==> config.mk <==
export PLATFORM = sky130hd
export DESIGN_NAME = reg_read_mux
export DESIGN_NICKNAME = d
export VERILOG_FILES = /design/src/hw/regfile_pkg.sv /design/src/hw/reg_read_mux.sv
export VERILOG_INCLUDE_DIRS = /design/src /design/src/include
export SDC_FILE = /design/constraint.sdc
export NUM_CORES = 1
export LEC_CHECK = 0
export ABC_CLOCK_PERIOD_IN_PS = 2700
export BUFFER_PORTS_ARGS = -buffer_cell sky130_fd_sc_hd__buf_2
export CAP_MARGIN = 15
export CORE_AREA = 2 2 104 106
export DETAILED_ROUTE_END_ITERATION = 8
export DIE_AREA = 0 0 106 108
export MAX_ROUTING_LAYER = met4
export REMOVE_ABC_BUFFERS = 1
export SYNTH_ARGS = -nofsm -noshare
export SYNTH_HDL_FRONTEND = slang
export SYNTH_SLANG_ARGS = --single-unit
==> constraint.sdc <==
create_clock -name vclk -period 2.7
set_input_delay 0.54 -clock vclk [all_inputs]
set_output_delay 0.54 -clock vclk [all_outputs]
set_load 0.02 [all_outputs]
==> src/include/i2c_regs_defines.svh <==
//////////////////////////////
// Sizing macros for the I2C register bank
// Register count, byte width, index and device address widths
//////////////////////////////

`ifndef I2C_REGS_DEFINES_SVH
`define I2C_REGS_DEFINES_SVH

// Number of registers in the bank
`define I2C_NUM_REGS 32

// Bits per register and per bus byte
`define I2C_DATA_W 8

// Register index width, enough for I2C_NUM_REGS
`define I2C_PTR_W 5

// 7-bit I2C device address
`define I2C_DEV_ADDR_W 7

`endif

==> src/hw/regfile_pkg.sv <==
//////////////////////////////
// Register bank types
// Index, data, write request, protection config, bank
//////////////////////////////

`default_nettype none

`include "i2c_regs_defines.svh"

package regfile_pkg;

  typedef logic [`I2C_PTR_W-1:0]  reg_idx_t;
  typedef logic [`I2C_DATA_W-1:0] reg_data_t;

  // Write request broadcast to every slice
  typedef struct packed {
    logic      valid;
    reg_idx_t  idx;
    reg_data_t data;
  } reg_wr_t;

  // Range carries one extra bit so a value of 32 covers the whole bank
  typedef struct packed {
    logic                 enable;
    logic                 locked;
    logic [`I2C_PTR_W:0]  range;
  } wp_cfg_t;

  // All register values, index 0 in the low byte
  typedef reg_data_t [`I2C_NUM_REGS-1:0] reg_bank_t;

endpackage

`default_nettype wire

==> src/hw/reg_read_mux.sv <==
//////////////////////////////
// Read-back selector
// Picks the byte at the read pointer
//////////////////////////////

`timescale 1ns/1ps
`default_nettype none

module reg_read_mux (
  input  regfile_pkg::reg_bank_t bank_i,
  input  regfile_pkg::reg_idx_t  rd_ptr_i,
  output regfile_pkg::reg_data_t rd_data_o
);
  import regfile_pkg::*;

  reg_data_t sel_data;

  // Pure combinational select, no added latency
  always_comb
  begin
    sel_data = bank_i[rd_ptr_i];
  end

  // Feeds the target's output shifter
  assign rd_data_o = sel_data;

endmodule

`default_nettype wire

==> results, run 1 <==
- On the worst path, the slowest cell contributes a delay of 510 ps.
- The total wire length is 9.953 mm.
- During synthesis, Yosys emitted a total of 0 warnings.
- The count of cells along the worst hold path is 3.
- The classification of the worst-slack hold path is in2out.
- OpenSTA, run right after detailed placement, puts the worst setup slack at -270.5 ps.
- The largest fanout on the critical path is 7.
- The chip width is 106 um.
- Counting the fill cells in the layout gives 1029.
- The count of final hold-check violations is 0.
- The number of core rows is 37.
- After the last flow step, the layout net total stands at 638.
- The flow ran to the end, but the final reports show violations.
- Setup repair after global routing could not meet its margin everywhere.
- The destination of the worst hold path is rd_data_o[3].
- The share of the clock period used by the worst path is 1.034.
- The number of slew-limit violations in the final report was 0.
- The overall overflow remaining after global route is 0.
- The area taken by flip-flops and latches is 0 um2.
- The number of antenna cells inserted is 0.
- The final reports fail on negative setup slack.
- Derived from the worst setup path, the maximum achievable clock frequency is 0.3582 GHz.
- In this run the tightest slew margin relative to its limit is 0.6669.
- After synthesis, the cell types taking the most area are mux4_2 (90%), mux2_2 (4.5%), buf_4 (2.3%).
- The via count of the first global-routing pass was roughly 2800.
- The area share of the largest cell type after synthesis is 0.9034.
- Data arrives at the worst endpoint at 2250 ps.
- Tracing the worst setup path back leads to its startpoint at rd_ptr_i[1].
- For this run, the register share of the synthesized area comes to 0.
- Walking the worst path, the cells encountered are buf_16 > buf_16 > mux4_2 > mux4_2 > mux2_4 > buf_6.
- There are 0 flip-flops and latches.
- Of all cell types, the one taking the most synthesized area is mux4_2.
- The max capacitance violation total is 0.
- Hold repair after CTS inserted 0 buffers.
- STA classifies the critical path endpoint as an output pin.
- The smallest clock period supported by the final layout is computed as 2792 ps.
- The highest-delay cell along the critical path is mux4_2.
- The first-pass iteration count of the detailed router is 6.
- The accumulated negative setup slack is -527.6 ps.
- The core region is 10230 um2.
- After detailed routing, the average wire length per cell comes to 19.48 um.
- The first-pass GRT wire length is 14.46 mm.
- In the routed layout, each cell is associated on average with a via count of 4.935.
- Synthesis produced 107 cells.
- During I/O placement, the number of pins put on the boundary was roughly 270.
- Dividing total power by cell area gives a power density of 175.7 nW/um2.
- The maximum number of pins on one net before global-route repair is 17.
- The HPWL after detailed placement is approximately 8 mm.
- The post-CTS setup-driven buffer insertion count is 0.
- The share of the core filled with cells in the final layout is 0.3759.
- The count of clock-net buffers in the final layout is 0.
- In this run the remaining antenna-violating nets after routing total 0.
- In this run the tool buffered the top-level ports with 269 buffer cells.
- The leakage power summed over all cells is 1.823 nW.
- The routed via count is 2522.
- At the end of routability-driven placement, the weighted congestion stood at between 0.8 and 0.9.
- Yosys mapped the design onto 7 distinct sky130hd cell types.
- The worst path required time is 2160 ps.
- For the pin with the worst max-slew slack, the measured transition is roughly 500 ps.
- The aggregate global-route resource usage is 0.1686.
- For this block, the initial DRC count from the detailed router was roughly 120.
- The initial cell density of the core is 0.1949.
- For this run, design rule violations remaining after detail routing come to 0.
- Setup violations remaining at the end of the flow were counted as 8.
- The worst hold path begins at rd_ptr_i[3].
- In this run the mean area of a mapped cell was 18.64 um2.
- The worst-case setup margin in the final layout is -92.09 ps.
- After layout, the design draws a total of 0.6756 mW.
- The sort of element at the start of the critical path is an input pin.
- The area added between synthesis and finish is 92.85%.
- IR analysis of the VDD net gives a maximum drop of 0.00007299 V.
- The share of post-route cells with drive strength above 1 is 1.000.
- The initial antenna violation count is 0.
- The y dimension of the die is 108 um.
- The die covers 11450 um2.
- The worst setup path is of the in2out kind.
- The mapped netlist covers 1994 um2.
[logic make-up after synthesis]
logic type             Yosys count  share of synthesized area
multiplexers                    88                     0.9486
buffers and inverters           19                    0.05144
[synthesized netlist by cell type]
master,n
buf_1,4
mux2_2,8
clkbuf_1,7
buf_4,6
buf_2,1
buf_6,1
mux4_2,80
[per-stage QoR]
step                      hold WS, ps  instances  cell area, um2
final                            1665        511            3846
after global routing             1685        511            3846
after CTS                        1665        511            3832
after detailed placement         1706        504            3543
after global placement           1702        504            3543
after floorplan                  1276         88            1892
[how the worst max path moves through the flow]
stage | end | slack, ps
finish | rd_data_o[7] | -90
global route | rd_data_o[0] | -130
CTS | rd_data_o[6] | -100
detailed placement | rd_data_o[6] | -270
global placement | rd_data_o[6] | -240
floorplan | rd_data_o[0] | 380
[power by group]
group          leakage (nW)  internal (mW)  switching (mW)
Combinational          1.82          0.450           0.226
Clock                     0              0               0
Sequential                0              0               0
Total                  1.82          0.450           0.226
[placed cells by master, fill, tap and decap left out]
master and count:
mux4_2 80, buf_16 9, bufbuf_16 1, mux2_2 2, buf_6 8, buf_12 2
buf_2 261, buf_4 6, mux2_4 6
[layer usage]
metal | part of all wire | up-vias | GRT usage
li1 | - | 1091 | -
met1 | 0.36 | 1231 | 0.1870
met2 | 0.54 | 184 | 0.3276
met3 | 0.091 | 16 | 0.02471
met4 | 0.014 | 0 | 0.02350
met5 | 0 | - | -
[critical path: cells and delay by family]
family | cells | cell delay, ps
mux | 3 | 1310
buf+inv | 3 | 390
[repair_timing]
item / CTS / global route
gates resized for setup: 29 / 4
cloned: 7 / 0
setup endpoints to repair: 8 / 8
[cell type report]
cell class	instances	area, um2	share of cell area
Tap cell	136	170.2	0.04424
Timing Repair Buffer	287	1762	0.4580
Multi-Input combinational cell	88	1914	0.4977
No activity file was read; power rests on OpenSTA's default activity.
==> inputs of run 2 (changes only) <==
Settings changed: ABC_CLOCK_PERIOD_IN_PS 2700 to 3150, CORE_AREA 2 2 104 106 to 2 2 105 107, DIE_AREA 0 0 106 108 to 0 0 107 109, PLACE_DENSITY set to 0.62.
Clock period 2.7 ns to 3.15 ns, I/O delays scaled along.
==> run 2 against run 1 <==
The flow now finishes without violations. Final area decreased by 7.4%. Worst setup slack improved by 190 ps. Worst hold slack improved by 200 ps. Wire length decreased by 9.0%. Count of clock-buffer cells in the layout unchanged. Global-route usage decreased by 1.7 points. Flip-flop and latch count unchanged. Via count decreased by 3.0%.
==> results, run 2 (synthesized netlist as in run 1, its figures left out) <==
- The part of the power in combinational logic is 1.000.
- After detailed routing, the number of vias per cell comes to 4.798.
- In this run the static leakage power is roughly 1.7 nW.
- The initial antenna violation count is 3.
- Across the whole layout, storage elements account for 0 um2.
- Of the cells placed in the final design, the portion with a size suffix greater than 1 is 1.000.
- The area added between synthesis and finish is 78.61%.
- The DRC marker count from the first detailed-route iteration is 100.
- The count of clock-net buffers in the final layout is 0.
- The share of total power dissipated in sequential elements is 0.
- The leading cell type in the layout, fill and taps excluded is buf_2.
- The areal power density over the cells is 141.8 nW/um2.
- The HPWL after detailed placement is approximately 8.2 mm.
- STA classifies the critical path endpoint as an output pin.
- The design internal power is 0.3299 mW.
- The share of the clock period used by the worst path is 0.9700.
- In this run the tightest slew margin relative to its limit is 0.6713.
- The run finished with clean final reports.
- Of the total power, the clock network draws 0.
- The area occupied by multi-input gates is between 1500 and 2000 um2.
- After filler insertion, the fill cell instance count of the layout stands at 1088.
- The max capacitance violation total is 0.
- Based on the critical path, the design can be clocked at up to between 0.3 and 0.4 GHz.
- The aggregate global-route resource usage is 0.1519.
- The critical path start-end classification is in2out.
- The count of final hold-check violations is 0.
- The number of hold buffers added after CTS was 0.
- The routed design has 9.060 mm of wire.
- The detail route stage leaves a number of antenna-violating nets equal to 0.
- Data on the critical path is required at its endpoint by roughly 2500 ps.
- The worst-case IR drop observed on VDD is 0.00006022 V.
- The proportion of total power due to net switching is 0.3466.
- The via count of the first global-routing pass is approximately 2700.
- The first global-routing pass estimated ~14 mm of wire.
- The post-route DRC violation count is 0.
- The y dimension of the die is 109 um.
- The number of slew-limit violations in the final report is 0.
- Dividing the detail-routed wire length by the instance count gives 17.76 um.
- The total overflow left after global routing is 0.
- The final critical path time including I/O delays and setup is about 3100 ps.
- There are 0 flip-flops and latches.
- In this run the worst hold path is classified as in2out.
- The die covers 11660 um2.
- The area of the placeable core is 10600 um2.
- The first detailed-routing pass ran for 4 iterations.
- Summed over all failing endpoints, the final setup total negative slack is 0 ps.
- The chip width is about 110 um.
- Entering global routing, the biggest net connects 33 pins.
- The number of core rows is 38.
- In this run the power spent charging and discharging nets is 0.1750 mW.
- Leaving out fill and tap cells, the most frequent cells in the layout are buf_2 (267), mux4_2 (80), mux2_2 (8), buf_4 (7), buf_12 (3).
- The routability congestion estimate from global placement is about 0.8.
- For this run, the share of the core covered by cells in the final layout is 0.3360.
- The sort of element at the start of the critical path is an input pin.
- The worst-margin pin slew is 493.0 ps.
- The count of nets after finishing is 630.
- The routed via count is 2447.
- The total power consumption of the routed design is about 0.50 mW.
- The initial cell density of the core is 0.1881.
- Setup repair after global routing left no endpoint under its margin.
- The number of I/O port buffers is 269.
- The final-report setup violation count is 0.
- The largest fanout on the critical path is 32.
- The top-level port count is 269.
- Data arrives at the worst endpoint at 2430 ps.
run 2: worst paths after layout:
check / startpoint / cells after the start / endpoint / slack (ps)
worst max-delay path: rd_ptr_i[2] / 6 / rd_data_o[4] / 90
worst min-delay path: rd_ptr_i[3] / 3 / rd_data_o[3] / 1860
run 2: stage by stage:
stage	hold slack (ps)	cells	worst slack (ps)	cell area (um2)
6_report	1863	510	94.59	3562
4_1_cts	1895	507	40.63	3541
5_1_grt	1898	510	6.274	3562
3_3_place_gp	1894	507	80.81	3541
3_5_place_dp	1891	507	42.76	3541
2_1_floorplan	1456	88	649.4	1892
run 2: timing repair:
item	in CTS	in global routing
gates resized for setup	0	3
hold endpoints to repair	0	0
setup buffers	0	0
endpoints found under the setup margin	0	3
run 2: power by group through the flow:
stage                      clock [mW]  sequential, mW  combinational [mW]
after global routing      0.000000127               0               0.545
final                     0.000000127               0               0.505
after floorplan                     0               0               0.240
after CTS                           0               0               0.509
after global placement              0               0               0.492
after detailed placement            0               0               0.508
run 2: metal layers:
metal / vias up / track usage / wire length, um
met5: - / - / 0
met4: 0 / 0.02041 / 77
met3: 8 / 0.02809 / 829
met2: 149 / 0.2816 / 4876
met1: 1216 / 0.1759 / 3277
li1: 1074 / - / -
run 2: final cells by class:
class                      instances  share of cell area
antenna                            3            0.002107
tap                              140             0.04917
multi-input combinational         88              0.5311
timing repair buffer             279              0.4176
run 2: critical path, stage by stage:
cell	delay (ps)
buf_2	280
buf_12	250
mux4_2	320
mux4_2	500
mux2_2	280
buf_2	160
